===== config.mk =====
export PLATFORM = sky130hd
export DESIGN_NAME = reorder_buffer
export DESIGN_NICKNAME = d
export VERILOG_FILES = /design/src/logic/ooo_pkg.sv /design/src/logic/reorder_buffer.sv
export SDC_FILE = /design/constraint.sdc
export NUM_CORES = 1
export LEC_CHECK = 0
export BUFFER_PORTS_ARGS = -buffer_cell sky130_fd_sc_hd__buf_2
export CAP_MARGIN = 20
export CORE_ASPECT_RATIO = 1.4
export CORE_MARGIN = 5
export CORE_UTILIZATION = 50
export DETAILED_ROUTE_END_ITERATION = 6
export HOLD_SLACK_MARGIN = 0.08
export PLACE_DENSITY = 0.78
export SYNTH_ARGS = -nofsm -noshare
export SYNTH_HDL_FRONTEND = slang
export SYNTH_SLANG_ARGS = --single-unit

===== constraint.sdc =====
create_clock -name clock -period 2.6 [get_ports clock]
set_clock_uncertainty 0.2 [all_clocks]
set_input_delay 0.52 -clock clock [delete_from_list [all_inputs] [get_ports clock]]
set_output_delay 0.52 -clock clock [all_outputs]
set_load 0.03 [all_outputs]

===== src/logic/ooo_pkg.sv =====
// out-of-order core shared definitions
// data and register widths, ALU operations and operand-b source

package ooo_pkg;

    ////////////////////////////////////////////////////////////////////////////
    // widths with a meaning
    ////////////////////////////////////////////////////////////////////////////

    // one data word
    typedef logic [31:0] xlen_t;

    // architectural register index, r0 is hardwired to zero
    typedef logic [4:0] reg_idx_t;

    ////////////////////////////////////////////////////////////////////////////
    // instruction encodings
    ////////////////////////////////////////////////////////////////////////////

    // shifts take the low 5 bits of operand b
    // mul keeps the low word of the product
    typedef enum logic [2:0] {
        ALU_ADD = 3'd0,
        ALU_SUB = 3'd1,
        ALU_AND = 3'd2,
        ALU_OR  = 3'd3,
        ALU_XOR = 3'd4,
        ALU_SLL = 3'd5,
        ALU_SRL = 3'd6,
        ALU_MUL = 3'd7
    } alu_func_e;

    // operand b from the second source register or the immediate
    typedef enum logic {
        OPB_IS_RS2 = 1'b0,
        OPB_IS_IMM = 1'b1
    } opb_select_e;

endpackage

===== src/logic/reorder_buffer.sv =====
// reorder buffer
// circular buffer of in-flight results, tag allocation at dispatch,
// CDB capture, value forwarding to dispatch and in-order retire

`timescale 1ns/10ps

module reorder_buffer import ooo_pkg::*; #(
    parameter int ROB_DEPTH = 8,
    localparam int TAG_W = $clog2(ROB_DEPTH)
) (
    input  logic             clock,
    input  logic             reset,
    // allocation at dispatch
    input  logic             alloc,
    input  reg_idx_t         alloc_dest,
    output logic [TAG_W-1:0] alloc_tag,
    output logic             full,
    // operand read ports
    input  logic [TAG_W-1:0] read_tag1,
    input  logic [TAG_W-1:0] read_tag2,
    output logic             read_done1,
    output logic             read_done2,
    output xlen_t            read_value1,
    output xlen_t            read_value2,
    // common data bus
    input  logic             cdb_valid,
    input  logic [TAG_W-1:0] cdb_tag,
    input  xlen_t            cdb_value,
    // retire
    output logic             retire_valid,
    output reg_idx_t         retire_dest,
    output logic [TAG_W-1:0] retire_tag,
    output xlen_t            retire_value
);

    logic [ROB_DEPTH-1:0] done;
    reg_idx_t             dest [ROB_DEPTH];
    xlen_t                value [ROB_DEPTH];
    logic [TAG_W-1:0]     head;
    logic [TAG_W-1:0]     tail;
    // one bit wider than the pointers to tell full from empty
    logic [TAG_W:0]       count;

    assign alloc_tag = tail;
    assign full      = (count == (TAG_W + 1)'(ROB_DEPTH));

    assign read_done1  = done[read_tag1];
    assign read_done2  = done[read_tag2];
    assign read_value1 = value[read_tag1];
    assign read_value2 = value[read_tag2];

    ////////////////////////////////////////////////////////////////////////////
    // retire from the head
    ////////////////////////////////////////////////////////////////////////////

    assign retire_valid = (count != '0) && done[head];
    assign retire_dest  = dest[head];
    assign retire_tag   = head;
    assign retire_value = value[head];

    always_ff @(posedge clock or posedge reset) begin
        if (reset) begin
            head  <= '0;
            tail  <= '0;
            count <= '0;
            done  <= '0;
        end else begin
            // tail slot is never the one the bus is writing
            if (alloc) begin
                done[tail] <= 1'b0;
                tail       <= tail + 1'b1;
            end
            if (cdb_valid) begin
                done[cdb_tag] <= 1'b1;
            end
            if (retire_valid) begin
                head <= head + 1'b1;
            end
            count <= count + (TAG_W + 1)'(alloc) - (TAG_W + 1)'(retire_valid);
        end
    end

    // destination and result payload
    always_ff @(posedge clock) begin
        if (alloc) begin
            dest[tail] <= alloc_dest;
        end
        if (cdb_valid) begin
            value[cdb_tag] <= cdb_value;
        end
    end

endmodule


Word-level counts from Yosys, hierarchy flattened
Memories as Yosys holds them, arrays and structs flattened.
Cells that the tools add are included.
- memories kept: 2
- output and inout port bits: 111
- RAM bits: 296
- bits in registers: 18
- memories (name ; words ; width ; read ports ; clocked after Yosys merged registers in ; wr ports ; RTL line ; RTL):
    value ; 8 ; 32 ; 3 ; 0 ; 1 ; reorder_buffer.sv:38 ; xlen_t value [ROB_DEPTH];
    dest ; 8 ; 5 ; 1 ; 0 ; 1 ; reorder_buffer.sv:37 ; reg_idx_t dest [ROB_DEPTH];
- $lt $le $gt $ge: 7
- reduce and logical (&&, ||, !) cells: 4
- $add $sub $neg: 4
- muxes and demuxes: 16
- bitwise gates (word level): 3
- equal/unequal tests: 1
- operators with widths (operator ; count):
    less-than comparator 3 x 4 -> 1 bit, second input constant ; 5
    two-way mux 8 bit ; 2
    binary-select mux 1 bit (select 3 bit) ; 3
    two-way mux 1 bit ; 9
    bitwise AND 8 bit ; 1
    NOT 8 bit ; 1
    OR 8 bit ; 1
    adder 3 x 1 -> 3 bit, second input constant ; 2
    demux 1 bit (select 3 bit) ; 2
    >= comparator 3 x 1 -> 1 bit, second input constant ; 2
    adder 4 x 1 -> 4 bit ; 1
    equality test 4 bit, second input constant ; 1
    nonzero test 4 bit ; 1
    subtractor 4 x 1 -> 4 bit ; 1
    logical AND 1 bit ; 3

Longest topological paths before layout
- depth in word-level cells: 9
- depth in mapped cells: 11

Worst setup path after synthesis
Ideal clock, no wire load.
- path kind: input port to flip-flop
- from: input cdb_tag[0]
- to: memory value[0][0] (netlist bit) (enable)
- setup slack: -1042 ps
- cell stages on the path: 2
- data required time: 1937 ps
- arrival: 2979 ps
- cell sequence: nand2b_1 > nor3_1
- RTL lines (item ; RTL line ; RTL):
    start, declared ; reorder_buffer.sv:27 ; input logic [TAG_W-1:0] cdb_tag,
    end, declared ; reorder_buffer.sv:38 ;
Straight into the memory's write port.

Final worst setup path
- from: register head[0], in the netlist retire_tag[0]
- to: output retire_value[3]
- word-level cells in the longest chain between the ends: 1
- RTL lines (item ; RTL line ; RTL):
    start, declared ; reorder_buffer.sv:39 ; logic [TAG_W-1:0] head;
    start signal, assigned ; reorder_buffer.sv:77 ; head <= head + 1'b1;
    memory (8 x 32 bit) ; - ;
    end, declared ; reorder_buffer.sv:33 ; output xlen_t retire_value
No other way between the ends.

==> flow_summary.json <==
{
  "overflow": 0,
  "critPathArrivalTime_ps": 2400,
  "cts.sinks": 314,
  "drt_first_pass_iters": 4,
  "die_w_um": 162,
  "core_mm2": 0.0317,
  "rsz0062_at_grt": "true",
  "layout-drive-gt1-share": 0.598,
  "slew_violations": 0,
  "syn_area_per_cell_um2": 21.1,
  "antenna_found_initial": 2,
  "ir_drop_v": 0.000788,
  "failed_checks": "negative setup slack",
  "whs_ps": 110,
  "layout_commonest_cell": "edfxtp_1",
  "use_met3": 0.0274,
  "instances_no_fill": 1437,
  "numCtsBuffers": 28,
  "final_cell_mix": "edfxtp_1 (296), mux4_2 (206), buf_6 (113)",
  "num_rows": 77,
  "drt-vias-per-instance": 6.42,
  "setup_tns_ps": -18510,
  "grt.total_usage": 0.229,
  "p_clk_frac": 0.213,
  "clkTransAtPathRegs_ps": 70,
  "min_period_ps": 3120,
  "relSlewSlack": 0.526,
  "yosysTopAreaCell": "edfxtp_1",
  "dieArea_mm2": 0.0360,
  "grt.busiest_layer": "met2",
  "syn-num-nets": 825,
  "io_pins": 161,
  "post_drt_wl_per_cell_um": 29.1,
  "min_path_type": "primary input to flip-flop",
  "swShare": 0.327,
  "switchingPower_w": 0.00642,
  "crit_required_ps": 1880,
  "synth_cell_type_count": 32,
  "fin_nets": 1081,
  "grt_first_pass_wirelength_mm": 62.0,
  "root_buffer": "clkbuf_16",
  "clkLatencyLatePin_ps": 550,
  "htree_levels": 1,
  "vias": 9231,
  "fmax_mhz": 321,
  "seqPwrFrac": 0.319,
  "drt_iter0_drc": 713,
  "use_met2": 0.410,
  "place_inst": 1318,
  "numPortBuffers": 160,
  "synthTopCellsByArea": "edfxtp_1 (55%), mux4_2 (29%), mux2_2 (6.2%), dfrtp_1 (2.8%), mux2_4 (1.6%)",
  "maxCapViolations": 0,
  "final-hold-violation-count": 0,
  "endpoint_kind": "primary output",
  "grt_pass1_vias": 9896,
  "syn_area_mm2": 0.0161,
  "power_leakage_nw": 7.44,
  "comb_power_share": 0.468,
  "setup_ws_ps": -517,
  "gp_congestion": 0.785,
  "fin_crit_sh": 1.20,
  "drc_errors": 0,
  "worst_pin_slew_ps": 710,
  "tritoncts": "yes",
  "crit_path_max_fanout": 6,
  "status": "finished with violations",
  "initial_utilization": 0.509,
  "worstSetupPathType": "flip-flop to primary output",
  "dp_hpwl_mm": 24.4,
  "ant_nets": 0,
  "die_y_um": 223,
  "ys_seq_area_frac": 0.579,
  "ys_warn_count": 0,
  "ys_seq_elements": 314,
  "nFillCells": 2010,
  "p_int_w": 0.0132,
  "area_growth_syn_to_layout_pct": 28.6,
  "setup_viol": 72,
  "grtUsageMet1": 0.293,
  "powerDensity_mw_per_mm2": 946,
  "synthCells": 766,
  "clock_path_buffers": 3,
  "startpoint_type": "flip-flop",
  "yosysTopAreaCellShare": 0.551,
  "grt_max_degree": 35,
  "wirelength_mm": 41.8
}
-- state kept, by name, indices dropped and copies added, names as in the netlist --
register / flops
alloc_tag: 3
count: 4
dest: 40
done: 8
retire_tag: 3
value: 256
-- logic make-up (layout without fill, tap and decap cells) --
| group | count (synthesis) | after routing | share of synthesized area |
|---|---|---|---|
| muxes | 315 | 315 | 0.367 |
| DFF | 314 | 314 | 0.579 |
| buffers and inverters | 68 | 343 | 0.0247 |
| and+or+nand+nor | 34 | 34 | 0.0111 |
| AOI/OAI and AO/OA | 20 | 20 | 0.00760 |
| adders and majority gates | 9 | 9 | 0.00744 |
| xor gates and xnor gates | 6 | 6 | 0.00326 |
| other | 0 | 1 | 0 |
-- synthesized netlist by cell type, drive strengths merged --
cell	count
fa	1
nand2b	6
a22o	2
nor3	5
inv	9
a21oi	1
o21bai	3
clkbuf	18
nor4b	1
mux2	106
xor2	5
mux2i	3
buf	41
ha	8
a32o	1
a21o	1
nor3b	1
and2	1
edfxtp	296
nor2	14
o21ai	12
xnor2	1
mux4	206
dfrtp	18
nand2	5
nor2b	1
-- timing repair --
action / 4_1_cts / 5_1_grt
endpoints found under the setup margin: 105 / 107
pin swaps: 4 / 6
resized for setup: 293 / 34
hold buffers: 38 / 0
setup buffers: 12 / 7
gates cloned: 7 / 5
hold endpoints to repair: 314 / 0
-- worst max-delay path: stages, from the launching register on --
cell and delay, ps:
dfrtp_4 500, buf_6 150, buf_16 140, buf_12 140
mux4_2 470, mux2_4 290, buf_6 140
-- final timing paths --
path,cells after the start,slack [ps],endpoint,start
worst max-delay path,6,-520,retire_value[3],retire_tag[0]
worst min-delay path,2,110,alloc_tag[0],alloc
worst max register to register,12,-110,count[3],retire_tag[0]
worst min register to register,1,360,alloc_tag[0],alloc_tag[0]
max in group asynchronous,3,1250,retire_tag[0],reset
min in group asynchronous,3,430,done[3],reset
-- routing by layer --
layer / vias to the layer above / part of all wire
met1: 4909 / 0.37
met4: 2 / 0.026
met5: - / 0.00017
li1: 3853 / -
met2: 399 / 0.54
met3: 68 / 0.060
-- power by group through the flow --
stage / logic [W] / clock network [W] / registers (W)
2_1_floorplan: 0.00510 / 0 / 0.00630
3_3_place_gp: 0.00700 / 0 / 0.00633
3_5_place_dp: 0.00708 / 0 / 0.00636
4_1_cts: 0.00869 / 0.00425 / 0.00625
5_1_grt: 0.00964 / 0.00449 / 0.00631
6_report: 0.00918 / 0.00418 / 0.00627
-- final cells by class --
| type | instances | area [um2] | share of cell area |
|---|---|---|---|
| antenna | 1 | 2.50 | 0.000121 |
| clock buffer | 31 | 733 | 0.0353 |
| clock inverter | 18 | 193 | 0.00928 |
| inverter | 9 | 33.8 | 0.00163 |
| multi-input combinational | 384 | 6810 | 0.328 |
| sequential | 314 | 9350 | 0.450 |
| tap | 395 | 494 | 0.0238 |
| timing repair buffer | 285 | 3140 | 0.151 |
-- stage by stage --
stage                     total power [W]  cell area [um2]  utilization  worst slack, ps
after floorplan                    0.0114            16200            -             -222
after global placement             0.0133            17900        0.565            -69.9
after detailed placement           0.0134            17900        0.565            -81.4
after CTS                          0.0192            20500        0.645             -486
after global routing               0.0204            20800        0.655             -553
final                              0.0196            20800        0.655             -517
(Power assumes the default switching activity.)
