### src/logic/ooo_pkg.sv
// out-of-order core shared definitions
// data and register widths, ALU operations and operand-b source

package ooo_pkg;

    ////////////////////////////////////////////////////////////////////////////
    // widths with a meaning
    ////////////////////////////////////////////////////////////////////////////

    // one data word
    typedef logic [31:0] xlen_t;

    // architectural register index, r0 is hardwired to zero
    typedef logic [4:0] reg_idx_t;

    ////////////////////////////////////////////////////////////////////////////
    // instruction encodings
    ////////////////////////////////////////////////////////////////////////////

    // shifts take the low 5 bits of operand b
    // mul keeps the low word of the product
    typedef enum logic [2:0] {
        ALU_ADD = 3'd0,
        ALU_SUB = 3'd1,
        ALU_AND = 3'd2,
        ALU_OR  = 3'd3,
        ALU_XOR = 3'd4,
        ALU_SLL = 3'd5,
        ALU_SRL = 3'd6,
        ALU_MUL = 3'd7
    } alu_func_e;

    // operand b from the second source register or the immediate
    typedef enum logic {
        OPB_IS_RS2 = 1'b0,
        OPB_IS_IMM = 1'b1
    } opb_select_e;

endpackage
### src/logic/alu_unit.sv
// integer ALU with a multi-cycle multiply
// single-cycle results and the product go out on the CDB from one register

`timescale 1ns/10ps

module alu_unit import ooo_pkg::*; #(
    parameter int ROB_DEPTH  = 8,
    parameter int MUL_CYCLES = 4,
    localparam int TAG_W = $clog2(ROB_DEPTH),
    localparam int CNT_W = $clog2(MUL_CYCLES)
) (
    input  logic             clock,
    input  logic             reset,
    input  logic             issue_valid,
    input  alu_func_e        issue_func,
    input  xlen_t            issue_opa,
    input  xlen_t            issue_opb,
    input  logic [TAG_W-1:0] issue_tag,
    output logic             fu_ready,
    output logic             cdb_valid,
    output logic [TAG_W-1:0] cdb_tag,
    output xlen_t            cdb_value
);

    typedef enum logic {
        ALU_IDLE     = 1'b0,
        ALU_MUL_BUSY = 1'b1
    } alu_state_e;

    alu_state_e       state;
    logic [CNT_W-1:0] mul_count;
    xlen_t            mul_a;
    xlen_t            mul_b;
    logic [TAG_W-1:0] mul_tag;
    xlen_t            result;
    logic             single_fire;
    logic             mul_done;

    always_comb begin
        case (issue_func)
            ALU_ADD: result = issue_opa + issue_opb;
            ALU_SUB: result = issue_opa - issue_opb;
            ALU_AND: result = issue_opa & issue_opb;
            ALU_OR:  result = issue_opa | issue_opb;
            ALU_XOR: result = issue_opa ^ issue_opb;
            ALU_SLL: result = issue_opa << issue_opb[4:0];
            ALU_SRL: result = issue_opa >> issue_opb[4:0];
            default: result = '0;
        endcase
    end

    assign fu_ready    = (state == ALU_IDLE);
    assign single_fire = issue_valid && (issue_func != ALU_MUL);
    assign mul_done    = (state == ALU_MUL_BUSY) && (mul_count == '0);

    // multiply sequencing, the last busy cycle writes the product
    always_ff @(posedge clock or posedge reset) begin
        if (reset) begin
            state     <= ALU_IDLE;
            mul_count <= '0;
            cdb_valid <= 1'b0;
        end else begin
            cdb_valid <= single_fire || mul_done;
            if (state == ALU_IDLE) begin
                if (issue_valid && (issue_func == ALU_MUL)) begin
                    state     <= ALU_MUL_BUSY;
                    mul_count <= CNT_W'(MUL_CYCLES - 2);
                end
            end else if (mul_done) begin
                state <= ALU_IDLE;
            end else begin
                mul_count <= mul_count - 1'b1;
            end
        end
    end

    always_ff @(posedge clock) begin
        if (issue_valid && (issue_func == ALU_MUL)) begin
            mul_a   <= issue_opa;
            mul_b   <= issue_opb;
            mul_tag <= issue_tag;
        end
        if (single_fire) begin
            cdb_tag   <= issue_tag;
            cdb_value <= result;
        end else if (mul_done) begin
            cdb_tag   <= mul_tag;
            cdb_value <= mul_a * mul_b;
        end
    end

endmodule

### config.mk
export PLATFORM = sky130hd
export DESIGN_NAME = alu_unit
export DESIGN_NICKNAME = d
export VERILOG_FILES = /design/src/logic/ooo_pkg.sv /design/src/logic/alu_unit.sv
export SDC_FILE = /design/constraint.sdc
export NUM_CORES = 2
export LEC_CHECK = 0
export BUFFER_PORTS_ARGS = -buffer_cell sky130_fd_sc_hd__buf_2
export CAP_MARGIN = 20
export CORE_MARGIN = 2
export CORE_UTILIZATION = 30
export CTS_BUF_LIST = sky130_fd_sc_hd__clkbuf_4 sky130_fd_sc_hd__clkbuf_8 sky130_fd_sc_hd__clkbuf_16
export CTS_CLUSTER_DIAMETER = 120
export CTS_CLUSTER_SIZE = 30
export DETAILED_ROUTE_END_ITERATION = 12
export PLACE_DENSITY = 0.55
export SLEW_MARGIN = 25
export SYNTH_ARGS = -nofsm -noshare
export SYNTH_HDL_FRONTEND = slang
export SYNTH_SLANG_ARGS = --single-unit
### constraint.sdc
create_clock -name clock -period 17.45 [get_ports clock]
set_input_delay 5.235 -clock clock [delete_from_list [all_inputs] [get_ports clock]]
set_output_delay 5.235 -clock clock [all_outputs]
set_load 0.02 [all_outputs]
== Yosys cells after proc, flatten, opt, wreduce, memory -nomap -nowiden ==
Index checks and enable logic that the tools add are counted.
W data, S select, Z words.
Storage, ports and cells
  flip-flop bits (word level): 106
  bits in latches: 0
  memory bits (writable): 0
  bits in read-only memories: 0
  bits of input ports: 73
  output and inout bits: 37
  logic and storage cells: 47
  memories kept: 0
Operators by class
  add/subtract/negate cells: 3
  multiply operators: 1
  div/mod/pow operators: 0
  $lt $le $gt $ge: 0
  eq/ne operators: 9
  shift operators: 2
  mux-type cells: 11
  bitwise logic cells: 4
  reductions and logical operators: 9
Operators by type and width (number)
  $pmux W32 S7: 1
  $mux W32: 2
  $add A32 B32 Y32: 1
  $and A32 B32 Y32: 1
  $mul A32 B32 Y32: 1
  $or A32 B32 Y32: 1
  $shl A32 B5 Y32: 1
  $shr A32 B5 Y32: 1
  $sub A32 B32 Y32: 1
  $xor A32 B32 Y32: 1
  $eq A3 B3 Y1 const B: 4
  $eq A3 B2 Y1 const B: 2
  $mux W2: 3
  $mux W3: 2
  $reduce_bool A2 Y1: 2
  $eq A3 B1 Y1 const B: 1
  $logic_and A1 B1 Y1: 3
  $logic_not A3 Y1: 1
  $mux W1: 3
  $ne A3 B3 Y1 const B: 1
  $logic_not A2 Y1: 1
  $ne A2 B2 Y1 const B: 1
  $reduce_and A2 Y1: 1
  $sub A2 B1 Y2 const B: 1
  other kinds (2): 2

== Depth between registers and ports, before layout ==
  word-level depth: 4
  depth in mapped cells: 28
  gate-level depth less buffers: 26

== Least setup slack after synthesis ==
Ideal clock, no wire load.
  path type: input-to-reg
  from: input port issue_opb[1]
  to: register cdb_value[30], data pin
  library setup time: 0.273 ns
  arrival: 9.149 ns
  path slack: 8.029 ns
  stages on the path: 17
  cells stage by stage: inv_2 > buf_1 > buf_1 > ha_1 > and3_1 > nand2_1 > or3_1 > o41ai_1 > xnor2_1 > ha_1 > nand3_1 > o41ai_2 > a311oi_1 > nand2b_1 > and3_1 > o31ai_1 > a22oi_1
Between the ends
  longest elaborated chain between the ends: 3
Ends and longest elaborated chain
  start: declaration: RTL line alu_unit.sv:17  | input xlen_t issue_opb,
  $sub A32 B32 Y32 (tied with other cells): RTL line alu_unit.sv:42  | ALU_SUB: result = issue_opa - issue_opb;
  $pmux W32 S7 *: RTL line alu_unit.sv:40  | case (issue_func)
  $mux W32 *: RTL line alu_unit.sv:83  | if (single_fire) begin
  end signal: assignment: RTL line alu_unit.sv:85  | cdb_value <= result;
  end signal: assignment: RTL line alu_unit.sv:88  | cdb_value <= mul_a * mul_b;
  end: declaration: RTL line alu_unit.sv:22  | output xlen_t cdb_value
Mark *: on every way between the ends. The rest lies on a longest branch, timed or not.
A chain may end at the register's enable or synchronous reset.

== Worst setup path after layout ==
  from: input port issue_opb[0]
  to: register cdb_value[28], data pin
Same word-level chain as after synthesis.

==> metrics.md <==
| Metric | Value |
|---|---|
| Antenna violations before repair | `2` |
| Min cycle time layout | `9.88 ns` |
| CTS tree | `built` |
| Most frequent cells in the layout | `inv_1, fa_1, nand2_1, and2_1, ha_1` |
| Final WL | `87600 um` |
| Routed Antenna Nets | `0` |
| Clk pin slew, worst setup/hold paths | `0.08 ns` |
| Commonest non-fill, non-tap cell in the layout | `inv_1` |
| Die area | `approximately 90000 sq um` |
| H-tree levels | `3` |
| Die height | `between 200 and 300 um` |
| Slew @ Worst Pin | `1.16 ns` |
| Clk sink count | `about 110` |
| Core ar. | `86500 sq um` |
| CP Max Fanout | `88` |
| Yosys top cell area share | `approximately a third` |
| Drt pass-1 iters | `5` |
| Yosys cell types | `76` |
| Largest net degree at the start of global routing | `89` |
| Hold Crit Class | `reg2reg` |
| Top cells by area, synth | `fa_1, edfxtp_1, ha_1` |
| Post-Syn Area | `around 26000 sq um` |
| Skew final | `between 0.01 and 0.015 ns` |
| CP Launch Type | `primary input` |
| Cell Rows | `108` |
| Drt drc | `0` |
| Skew-Pair Late Insertion Delay | `0.39 ns` |
| RSZ-0062 raised after global routing | `no` |
| Synth async-reset ratio | `3.77%` |
| # Max-Cap Violations | `0` |
| Num CTS Buffers | `9` |
| Ys flop type | `edfxtp_1` |
| Post-CTS sizing | `0` |
| Worst slew margin | `between 20 and 25%` |
| Fraction of layout cells with a size suffix above 1 | `around 7.5%` |
| Post-CTS Setup Bufs | `0` |
| Final worst-path cycle share | `~57%` |
| CTS Hold Bufs | `0` |
| Die X | `299 um` |
| Final-report setup violation count | `0` |
| Placed wire-length estimate | `a little under 70000 um` |
| Pwr Density | `approximately 190 nW/um^2` |
| Vias in the first global route | `roughly 21000` |
| Crit. End Element | `register` |
| Fmax | `between 100 and 150 MHz` |
| Synth Instances | `2896` |
| Hold path start | `mul_count[0]` |
| Post-synth EDFFs | `about 100` |
| Port Buffer Count | `between 100 and 150` |
| Area Growth Syn to Fin | `7.96%` |
| Pre-CTS setup slack | `between 7 and 8 ns` |
| Sequential fraction of the synthesis area | `between 10% and 20%` |
| Ys Warns | `0` |
| GPL Wtd Cong | `~0.94` |
| Gr usage total | `approximately a fifth` |
| WP data required | `17.68 ns` |
| Worst EP arrival | `10.11 ns` |
| Yosys reg bits | `between 100 and 150` |
| Layout Nets | `roughly 3600` |
| Status | `completed` |
| # IOs | `110` |
| Worst r2r src | `mul_b[6]` |
| Critical path origin | `issue_opb[0]` |
| Via count | `between 20000 and 25000` |
| Post-synth top area cell | `fa_1` |
| Clock Tree Buf Depth | `2` |
| Final core utilization | `32.5%` |
| Synth Net Count | `roughly 3600` |
| GR Overflow Total | `0` |
| Routed vias/inst | `5.06` |
| Syn avg cell area | `roughly 9 sq um` |
| Post-route setup slack | `roughly 7.6 ns` |
| Leak | `12.8 nW` |
| Final hold vios | `0` |
| Crit path kind | `in2reg` |
| CTS root buf | `clkbuf_16` |
| Avg WL per Cell | `between 20 and 25 um` |
| Initial DRC count | `approximately 1600` |
| Setup TNS | `0 ns` |
| First-pass GRT wire length | `about 130000 um` |
| Initial Utilization | `about 30%` |
| Max IR drop VDD | `0.362 mV` |
| Slew Limit Fails | `0` |
## stage by stage
step / power (mW) / hold WS [ns] / std cells / area [sq um]
6_report: 5.42 / 0.470 / 4063 / 28100
5_1_grt: 6.00 / 0.484 / 4062 / 28100
4_1_cts: 5.46 / 0.470 / 4057 / 28100
3_5_place_dp: 5.16 / 0.460 / 4042 / 27800
3_3_place_gp: 5.19 / 0.461 / 4042 / 27800
2_1_floorplan: 3.82 / 0.440 / 2896 / 26100
## layout make-up
class	instances	area [sq um]
Antenna cell	1	2.50
Clock buffer	10	233
Clock inverter	5	61.3
Fill cell	9206	58300
Inverter	460	1730
Multi-Input combinational cell	2179	20600
Sequential cell	106	3160
Tap cell	1155	1450
Timing Repair Buffer	147	871
## layer usage
metal | up-vias | share of wire (%) | routed length (um) | global-route usage, %
li1 | 9344 | - | - | -
met1 | 10400 | 43 | 37800 | 26.8
met2 | 687 | 48 | 42000 | 33.5
met3 | 101 | 5.7 | 4980 | 1.86
met4 | 0 | 3.2 | 2830 | 6.58
met5 | - | 0 | 0 | 0
## logic make-up after synthesis
group	after synthesis	synth area share (%)
compound gates	455	11.2
xor+xnor	135	4.54
fa+ha+maj	630	42.0
buf+inv	611	8.81
flops	106	12.1
mux	96	4.91
simple gates	863	16.3
## cell usage after synthesis, drive strengths merged (5+ instances only)
library cell and instances:
a211o 6, a221oi 17, nor3 21, ha 221, mux2i 66, or2 6
o21a 12, nand2b 15, xnor2 102, nor4 6, o221ai 10, o31ai 9
edfxtp 102, a211oi 17, nand3 13, and2 313, fa 409, a22oi 19
nor2 122, nor2b 12, a21oi 125, nand2 328, clkbuf 134, or3 8
and3 6, a31oi 10, o211ai 25, o21ai 123, o22ai 9, a21o 19
mux4 25, xor2 33, mux2 5, buf 17, o41ai 5, inv 458
o21bai 9
## sequential cells by signal (all words and copies together) (netlist names)
signal / cells
cdb_value: 32
mul_a: 32
mul_count: 2
state: 1
mul_tag: 3
cdb_tag: 3
cdb_valid: 1
mul_b: 32
## power breakdown
group	internal, mW	switching (mW)
registers	0.415	0.0530
clock network	0.114	0.109
logic	1.98	2.75
## worst paths after layout
path | endpoint | slack (ns) | cells after the start
setup / recovery | cdb_value[28] | 7.57 | 17
hold / removal | mul_count[0] | 0.47 | 1
setup reg to reg | cdb_value[30] | 9.46 | 22
hold reg to reg | mul_count[0] | 0.47 | 1
max in group asynchronous | state | 12.59 | 2
min in group asynchronous | cdb_valid | 4.72 | 2
## critical path: stages
cell	delay, ns
buf_4	0.37
nor3_1	0.71
nand3_1	0.32
nor3_1	0.74
a31oi_1	0.20
xnor2_1	0.17
ha_1	0.35
a21oi_1	0.26
nand2b_1	0.16
nand2b_1	0.06
a21oi_1	0.18
o41ai_2	0.13
a311oi_1	0.35
nand2b_1	0.22
nor2b_1	0.20
mux2i_1	0.22
a2bb2oi_1	0.18
(Power assumes the default switching activity.)
