## src/logic/ooo_pkg.sv

```systemverilog
// out-of-order core shared definitions
// data and register widths, ALU operations and operand-b source

package ooo_pkg;

    ////////////////////////////////////////////////////////////////////////////
    // widths with a meaning
    ////////////////////////////////////////////////////////////////////////////

    // one data word
    typedef logic [31:0] xlen_t;

    // architectural register index, r0 is hardwired to zero
    typedef logic [4:0] reg_idx_t;

    ////////////////////////////////////////////////////////////////////////////
    // instruction encodings
    ////////////////////////////////////////////////////////////////////////////

    // shifts take the low 5 bits of operand b
    // mul keeps the low word of the product
    typedef enum logic [2:0] {
        ALU_ADD = 3'd0,
        ALU_SUB = 3'd1,
        ALU_AND = 3'd2,
        ALU_OR  = 3'd3,
        ALU_XOR = 3'd4,
        ALU_SLL = 3'd5,
        ALU_SRL = 3'd6,
        ALU_MUL = 3'd7
    } alu_func_e;

    // operand b from the second source register or the immediate
    typedef enum logic {
        OPB_IS_RS2 = 1'b0,
        OPB_IS_IMM = 1'b1
    } opb_select_e;

endpackage
```

## src/logic/reservation_station.sv

```systemverilog
// reservation station for the single ALU
// holds waiting instructions, captures operands from the CDB and issues
// the oldest entry with both operands ready

`timescale 1ns/10ps

module reservation_station import ooo_pkg::*; #(
    parameter int ROB_DEPTH = 8,
    parameter int RS_DEPTH  = 4,
    localparam int TAG_W = $clog2(ROB_DEPTH),
    localparam int IDX_W = (RS_DEPTH > 1) ? $clog2(RS_DEPTH) : 1
) (
    input  logic             clock,
    input  logic             reset,
    // load from dispatch
    input  logic             load,
    input  alu_func_e        load_func,
    input  xlen_t            load_value1,
    input  xlen_t            load_value2,
    input  logic [TAG_W-1:0] load_tag1,
    input  logic [TAG_W-1:0] load_tag2,
    input  logic             load_ready1,
    input  logic             load_ready2,
    input  logic [TAG_W-1:0] load_dest_tag,
    output logic             rs_free,
    // common data bus
    input  logic             cdb_valid,
    input  logic [TAG_W-1:0] cdb_tag,
    input  xlen_t            cdb_value,
    // issue to the ALU
    input  logic             fu_ready,
    output logic             issue_valid,
    output alu_func_e        issue_func,
    output xlen_t            issue_opa,
    output xlen_t            issue_opb,
    output logic [TAG_W-1:0] issue_tag
);

    logic [RS_DEPTH-1:0] valid;
    logic [RS_DEPTH-1:0] ready1;
    logic [RS_DEPTH-1:0] ready2;
    // age counts the younger valid entries, so the oldest has the largest
    logic [IDX_W-1:0]    age [RS_DEPTH];
    alu_func_e           func [RS_DEPTH];
    xlen_t               value1 [RS_DEPTH];
    xlen_t               value2 [RS_DEPTH];
    logic [TAG_W-1:0]    tag1 [RS_DEPTH];
    logic [TAG_W-1:0]    tag2 [RS_DEPTH];
    logic [TAG_W-1:0]    dest_tag [RS_DEPTH];

    logic [IDX_W-1:0]    free_idx;
    logic [IDX_W-1:0]    issue_idx;
    logic                found;
    logic                issue_fire;

    // lowest free slot
    always_comb begin
        rs_free  = 1'b0;
        free_idx = '0;
        for (int i = RS_DEPTH - 1; i >= 0; i--) begin
            if (!valid[i]) begin
                rs_free  = 1'b1;
                free_idx = IDX_W'(i);
            end
        end
    end

    // oldest ready entry
    always_comb begin
        found     = 1'b0;
        issue_idx = '0;
        for (int i = 0; i < RS_DEPTH; i++) begin
            if (valid[i] && ready1[i] && ready2[i] && (!found || (age[i] > age[issue_idx]))) begin
                found     = 1'b1;
                issue_idx = IDX_W'(i);
            end
        end
    end

    assign issue_fire  = found && fu_ready;
    assign issue_valid = issue_fire;
    assign issue_func  = func[issue_idx];
    assign issue_opa   = value1[issue_idx];
    assign issue_opb   = value2[issue_idx];
    assign issue_tag   = dest_tag[issue_idx];

    ////////////////////////////////////////////////////////////////////////////
    // entry control
    ////////////////////////////////////////////////////////////////////////////

    always_ff @(posedge clock or posedge reset) begin
        if (reset) begin
            valid  <= '0;
            ready1 <= '0;
            ready2 <= '0;
            age    <= '{default: '0};
        end else begin
            for (int i = 0; i < RS_DEPTH; i++) begin
                if (issue_fire && (issue_idx == IDX_W'(i))) begin
                    valid[i] <= 1'b0;
                end else if (valid[i]) begin
                    // one more younger on load, one less if a younger issues
                    age[i] <= age[i] + IDX_W'(load)
                              - IDX_W'(issue_fire && (age[i] > age[issue_idx]));
                    if (cdb_valid && !ready1[i] && (tag1[i] == cdb_tag)) begin
                        ready1[i] <= 1'b1;
                    end
                    if (cdb_valid && !ready2[i] && (tag2[i] == cdb_tag)) begin
                        ready2[i] <= 1'b1;
                    end
                end else if (load && (free_idx == IDX_W'(i))) begin
                    valid[i]  <= 1'b1;
                    age[i]    <= '0;
                    ready1[i] <= load_ready1;
                    ready2[i] <= load_ready2;
                end
            end
        end
    end

    // entry payload and operand capture
    always_ff @(posedge clock) begin
        for (int i = 0; i < RS_DEPTH; i++) begin
            if (load && !valid[i] && (free_idx == IDX_W'(i))) begin
                func[i]     <= load_func;
                value1[i]   <= load_value1;
                value2[i]   <= load_value2;
                tag1[i]     <= load_tag1;
                tag2[i]     <= load_tag2;
                dest_tag[i] <= load_dest_tag;
            end else if (valid[i] && cdb_valid) begin
                if (!ready1[i] && (tag1[i] == cdb_tag)) begin
                    value1[i] <= cdb_value;
                end
                if (!ready2[i] && (tag2[i] == cdb_tag)) begin
                    value2[i] <= cdb_value;
                end
            end
        end
    end

endmodule

```

## config.mk

```make
export PLATFORM = sky130hd
export DESIGN_NAME = reservation_station
export DESIGN_NICKNAME = d
export VERILOG_FILES = /design/src/logic/ooo_pkg.sv /design/src/logic/reservation_station.sv
export SDC_FILE = /design/constraint.sdc
export NUM_CORES = 1
export LEC_CHECK = 0
export BUFFER_PORTS_ARGS = -buffer_cell sky130_fd_sc_hd__buf_4
export CAP_MARGIN = 5
export CORE_MARGIN = 3
export CORE_UTILIZATION = 40
export DETAILED_ROUTE_END_ITERATION = 7
export GPL_ROUTABILITY_DRIVEN = 0
export HOLD_SLACK_MARGIN = 0.05
export PLACE_DENSITY = 0.68
export SLEW_MARGIN = 20
export SYNTH_ARGS = -nofsm -noshare
export SYNTH_HDL_FRONTEND = slang
export SYNTH_SLANG_ARGS = --single-unit
```

## constraint.sdc

```tcl
create_clock -name clock -period 16.6 [get_ports clock]
set_clock_uncertainty 0.2 [all_clocks]
set_input_delay 2.49 -clock clock [delete_from_list [all_inputs] [get_ports clock]]
set_output_delay 2.49 -clock clock [all_outputs]
set_load 0.05 [all_outputs]
```

Word level (Yosys, flattened, before mapping):

Memory sizes are Yosys's and may differ from the RTL's.
Index checks and enable logic that the tools add are counted.

* $add $sub $neg: 8
* $lt $le $gt $ge: 10
* eq/ne operators: 22
* muxes and demuxes: 152
* bitwise operators: 15
* reductions and logical operators: 108

Operator list (number)
* $mux W32: 8
* $mux W1: 97
* $mux W2: 32
* $logic_and A1 B1 Y1: 60
* $mux W3: 12
* $reduce_or A3 Y1: 12
* $eq A3 B3 Y1: 8
* $reduce_and A3 Y1: 8
* $ne A2 B1 Y1 const B: 8
* $logic_not A1 Y1: 15
* $gt A2 B2 Y1: 7
* $bmux W2 S2: 3
* $ge A3 B3 Y1 const B: 3
* $not A2 Y3: 3
* $add A2 B1 Y2: 4
* $eq A2 B2 Y1 const B: 4
* $or A1 B1 Y1: 8
* $reduce_and A2 Y1: 4
* $reduce_bool A2 Y1: 4
* $sub A2 B1 Y2: 4
* $eq A2 B1 Y1 const B: 2
* $logic_not A2 Y1: 2
* $not A1 Y1: 4
* $logic_or A1 B1 Y1: 3

* register bits: 20
* memory bits (writable): 304
* input port bits: 118
* output and inout port bits: 72
* logic and storage cells: 334
* memories kept: 6

Memories
* value1: words 4, bits a word 32, read ports 1, clocked after memory_dff 0, wr ports 4, line reservation_station.sv:45 `xlen_t value1 [RS_DEPTH];`
* value2: words 4, bits a word 32, read ports 1, clocked after memory_dff 0, wr ports 4, line reservation_station.sv:46 `xlen_t value2 [RS_DEPTH];`
* dest_tag: words 4, bits a word 3, read ports 1, clocked after memory_dff 0, wr ports 1, line reservation_station.sv:49 `logic [TAG_W-1:0] dest_tag [RS_DEPTH];`
* func: words 4, bits a word 3, read ports 1, clocked after memory_dff 0, wr ports 1, line reservation_station.sv:44 `alu_func_e func [RS_DEPTH];`
* tag1: words 4, bits a word 3, read ports 4, clocked after memory_dff 0, wr ports 1, line reservation_station.sv:47 `logic [TAG_W-1:0] tag1 [RS_DEPTH];`
* tag2: words 4, bits a word 3, read ports 4, clocked after memory_dff 0, wr ports 1, line reservation_station.sv:48 `logic [TAG_W-1:0] tag2 [RS_DEPTH];`

Longest topological paths before layout:

* depth in word-level cells: 31
* depth in mapped cells: 30
* gate-level depth less buffers: 28

Worst setup path after synthesis:

No wires, ideal clock.

* path kind: register to output
* from: reg age[7] (netlist name)
* to: out issue_opa[20]
* arrival: 4.866 ns
* data required time: 13.910 ns
* setup slack: 9.044 ns
* cell stages (with the launch flop): 22
* path buffers: 3
* path through: dfrtp_1 inv_1 ha_1 nor2b_1 o21ai_1 a211oi_1 a21oi_1 ha_1 nor2b_1 o21a_1 o21a_1 buf_2 a211oi_1 nand2b_1 ha_1 nor2b_1 o21ai_0 a21o_1 buf_2 clkbuf_1 nor2_1 a21oi_1

* word-level cells in the longest chain between the ends: 21
* elaborated cells between the ends (all ways): 25
* those cells by class: 3 x order compare; 11 x mux; 2 x bitwise; 8 x reduce/logical; 1 x memory

Ends and longest elaborated chain
* start: declaration: line reservation_station.sv:43 `logic [IDX_W-1:0] age [RS_DEPTH];`
* start signal: indexed assignment: line reservation_station.sv:103 `age[i] <= age[i] + IDX_W'(load)`
* $gt A2 B2 Y1: line reservation_station.sv:73 `if (valid[i] && ready1[i] && ready2[i] && (!found || (age[i] > age[issue_idx]))) begin`
* $logic_or A1 B1 Y1: line reservation_station.sv:73
* $logic_and A1 B1 Y1: line reservation_station.sv:73
* $mux W1: line reservation_station.sv:73
* $not A2 Y3 (not written as such): line reservation_station.sv:73
* $bmux W2 S2: line reservation_station.sv:73
* $mux W2 (not written as such) (2 in a row): line reservation_station.sv:73
* $gt A2 B2 Y1: line reservation_station.sv:73
* [3 not listed]
* $not A2 Y3 (not written as such): line reservation_station.sv:73
* $bmux W2 S2: line reservation_station.sv:73
* $mux W2 (not written as such) (2 in a row): line reservation_station.sv:73
* $gt A2 B2 Y1: line reservation_station.sv:73
* $logic_or A1 B1 Y1: line reservation_station.sv:73
* $logic_and A1 B1 Y1: line reservation_station.sv:73
* $mux W2 (*): line reservation_station.sv:73
* $mem_v2 Z4 W32 (*)
* end: declaration: line reservation_station.sv:34 `output xlen_t issue_opa,`

Mark *: on every way between the ends. The rest lies on a longest branch, timed or not. The select of a mux whose other input is x is not followed.

Worst setup path after layout:

* from: reg age[7] (netlist name)
* to: out issue_opa[25]

Same word-level chain as after synthesis.

==> reports/metrics.cfg <==
[drt]
via_per_inst=5.66
ant_nets=0
vias=10100
route.met3.wl_um=2700
met2_length_um=19900
dr.pass1.iters=8
finalWirelength_um=41800
dr.max_layer_used=met5
drt-met1-wl_um=18300
wl_per_cell_um=23.6
drtIter0Drc=988
drc=2

[global_route]
overflow=0
grt_max_degree=78
grt_pass1_vias=10400
grt_pass1_wl_um=63400
grt.total_usage_pct=19.9
antenna_found_initial=2

[min_path]
hp-class=flop to flop
min_from=age[4]$_DFFE_PP0P_
holdPathStages=2
holdPathEnd=age[4]$_DFFE_PP0P_

[job]
maxCapViolCount=0

[finish]
final_nets=1377
n_antenna_cell=0
fin_cells=1776
most-common-layout-cells=304 x edfxtp_1, 239 x mux2_2, 207 x buf_4, 95 x nor2_1, 86 x a21oi_1
finalInstanceArea_sq_mm=0.0187
syn_to_final_growth_pct=19.9
fill_cells=3364
drive_gt1_share_pct=41.2
postLayoutCoreUtil_pct=49.1
final_common_cell=edfxtp_1

[worst_setup_path]
r2r_start=age[7]$_DFFE_PP0P_
slowest_stage=buf_4
end_kind=output pin
cp.required_ps=13910
ff2ff_path_depth=27
cp.buffers_inverters=3
arrival_ps=6570
worstPathCellList=inv_1 -> ha_1 -> nor2b_1 -> o21ai_1 -> a211oi_1 -> a21oi_1 -> ha_1 -> nor2b_1 -> o21a_1 -> o21a_4 -> a211oi_1 -> nand2b_1 -> ha_1 -> nor2b_1 -> o21ai_0 -> a21o_4 -> buf_4 -> nor2_1 -> a21oi_1 -> buf_4
reg2reg_slack_ps=9150
r2r_end=age[3]$_DFFE_PP0P_
crit_path_max_fanout=77
crit_path_start_kind=flop
slowest_delay_ps=740
crit_type=flop to output pin
cpLargestDelayFamily=compound AO/OA/AOI/OAI gates

[timing]
finalSetupViolations=0
rsz0062_at_grt=no
relSlewSlack_pct=27.1
hold_viol_final=0
fin_crit_sh_pct=55.8
max_freq_ghz=0.108
fin_tns_setup_ps=0
worst_slew_pin_slew_ps=1090
fin_crit_ps=9260
slew_violations=0

[cts]
htree_num_levels=2
cts.path.max_buffers=3
clkSlewWorstSetupHoldPaths_ps=60
cts_tree=done
cts.sinks=324
insertion_delay_ps=510
holdBufCountCts=0
cts_setup_buffers=0
cts_resized=0
cts_root_buf=clkbuf_16
cts_buffers=35

[logic_synthesis]
syn_area_sq_mm=0.0156
postSynthAreaPerCell_sq_um=14.6
synth-edff-count=304
postSynthCellCount=1067
syn-num-nets=1203
synthFlopType=edfxtp_1
ys_ff_latch=324
ys_seq_area_share_pct=61.8
synth_warnings=0
synth.distinct_cells=48
synth-async-reset-ratio_pct=6.17

[place]
port_buffers=189
placed_cell_area_sq_mm=0.0176
dp.cells=1715
dp_hpwl_um=25000

[floorplanning]
die_y_um=203
die_w_um=203
start_util_pct=41.0
io_pins=190
die_area_sq_mm=0.0413
core_sq_mm=0.0380
row_count=71

[run_status]
status=finished with violations
failed_checks=design-rule violations

-- worst max path at each step --
stage                            start            end  slack, ps  depth (start not counted)
floorplan           age[7]$_DFFE_PP0P_  issue_opa[20]       9040                         21
global placement    age[7]$_DFFE_PP0P_  issue_opa[25]       8140                         20
detailed placement  age[7]$_DFFE_PP0P_  issue_opa[31]       8000                         20
CTS                 age[7]$_DFFE_PP0P_   issue_opb[1]       7430                         20
global route        age[7]$_DFFE_PP0P_  issue_opa[31]       6900                         20
finish              age[7]$_DFFE_PP0P_  issue_opa[25]       7340                         20
-- layer usage --
layer,GRT usage (%),up-vias
li1,-,4605
met2,32.5,381
met1,28.0,5007
met5,0,-
met3,3.27,62
met4,4.82,4
-- synthesized netlist by cell type, types with 2 or more instances --
library cell / number / area share [%]
a21oi_1: 86 / 2.8
nor3_1: 2 / 0.064
mux2i_1: 2 / 0.13
o21a_1: 2 / 0.096
o31ai_1: 2 / 0.096
a32o_1: 3 / 0.19
ha_1: 18 / 1.4
mux2_1: 19 / 1.4
clkbuf_1: 35 / 0.84
and3_1: 5 / 0.20
a222oi_1: 70 / 4.5
nand2_1: 23 / 0.55
a21o_1: 4 / 0.19
nor4_2: 8 / 0.64
a21oi_2: 2 / 0.11
dfrtp_1: 20 / 3.2
mux2_2: 239 / 17
a22o_1: 3 / 0.17
o21ai_0: 8 / 0.26
buf_1: 2 / 0.048
or2_2: 8 / 0.32
edfxtp_1: 304 / 59
nor2b_1: 4 / 0.16
o21ai_1: 3 / 0.096
nand3_1: 4 / 0.13
xor2_1: 9 / 0.51
buf_2: 32 / 1.0
a211oi_1: 3 / 0.14
xnor2_1: 19 / 1.1
nor2_1: 96 / 2.3
inv_1: 15 / 0.36
-- area by class of cell --
class,count,area (sq um),share of cell area (%)
Inverter,16,60.1,0.322
Sequential cell,324,9630,51.6
Timing Repair Buffer,207,1550,8.32
Tap cell,511,639,3.42
Clock buffer,43,947,5.07
Multi-Input combinational cell,657,5700,30.5
Clock inverter,18,144,0.770
-- cell families after synthesis --
family                   Yosys count  share of synthesized area (%)
AND/OR/NAND/NOR                  155                           4.63
XOR/XNOR                          28                           1.57
multiplexers                     261                           18.9
buffers and inverters             86                           2.38
adder cells (fa/ha/maj)           18                           1.45
flip-flops                       324                           61.8
AO/OA/AOI/OAI                    195                           9.29
-- worst reg2reg max path, stage by stage (launching register included) --
cell and delay, ps:
dfrtp_1 460, inv_1 110, ha_1 300, nor2b_1 140, o21ai_1 150, a211oi_1 500
a21oi_1 110, ha_1 310, nor2b_1 150, o21a_1 220, o21a_4 320, a211oi_1 280
nand2b_1 150, ha_1 240, nor2b_1 130, o21ai_0 300, a21o_4 690, buf_4 780
mux2i_2 460, o31ai_1 130, a21oi_1 190, ha_1 250, inv_1 60, ha_1 150
xnor2_1 140, a311oi_1 80, a21o_1 200, a22o_1 170
-- registers in the layout, indices dropped and copies added, names as in the netlist --
register and count:
age 8, dest_tag 12, func 12, ready1 4, ready2 4, tag1 12, tag2 12, valid 4
value1 128, value2 128
-- through the flow --
stage                     hold WS, ps  setup WS, ps
final                             290          7340
after global routing              335          6900
after CTS                         294          7430
after detailed placement          280          8000
after global placement            279          8140
after floorplan                   256          9040
Power is left out: the tool's default activity adds up to more than one toggle a clock period on the data nets, which glitch-free logic cannot reach.
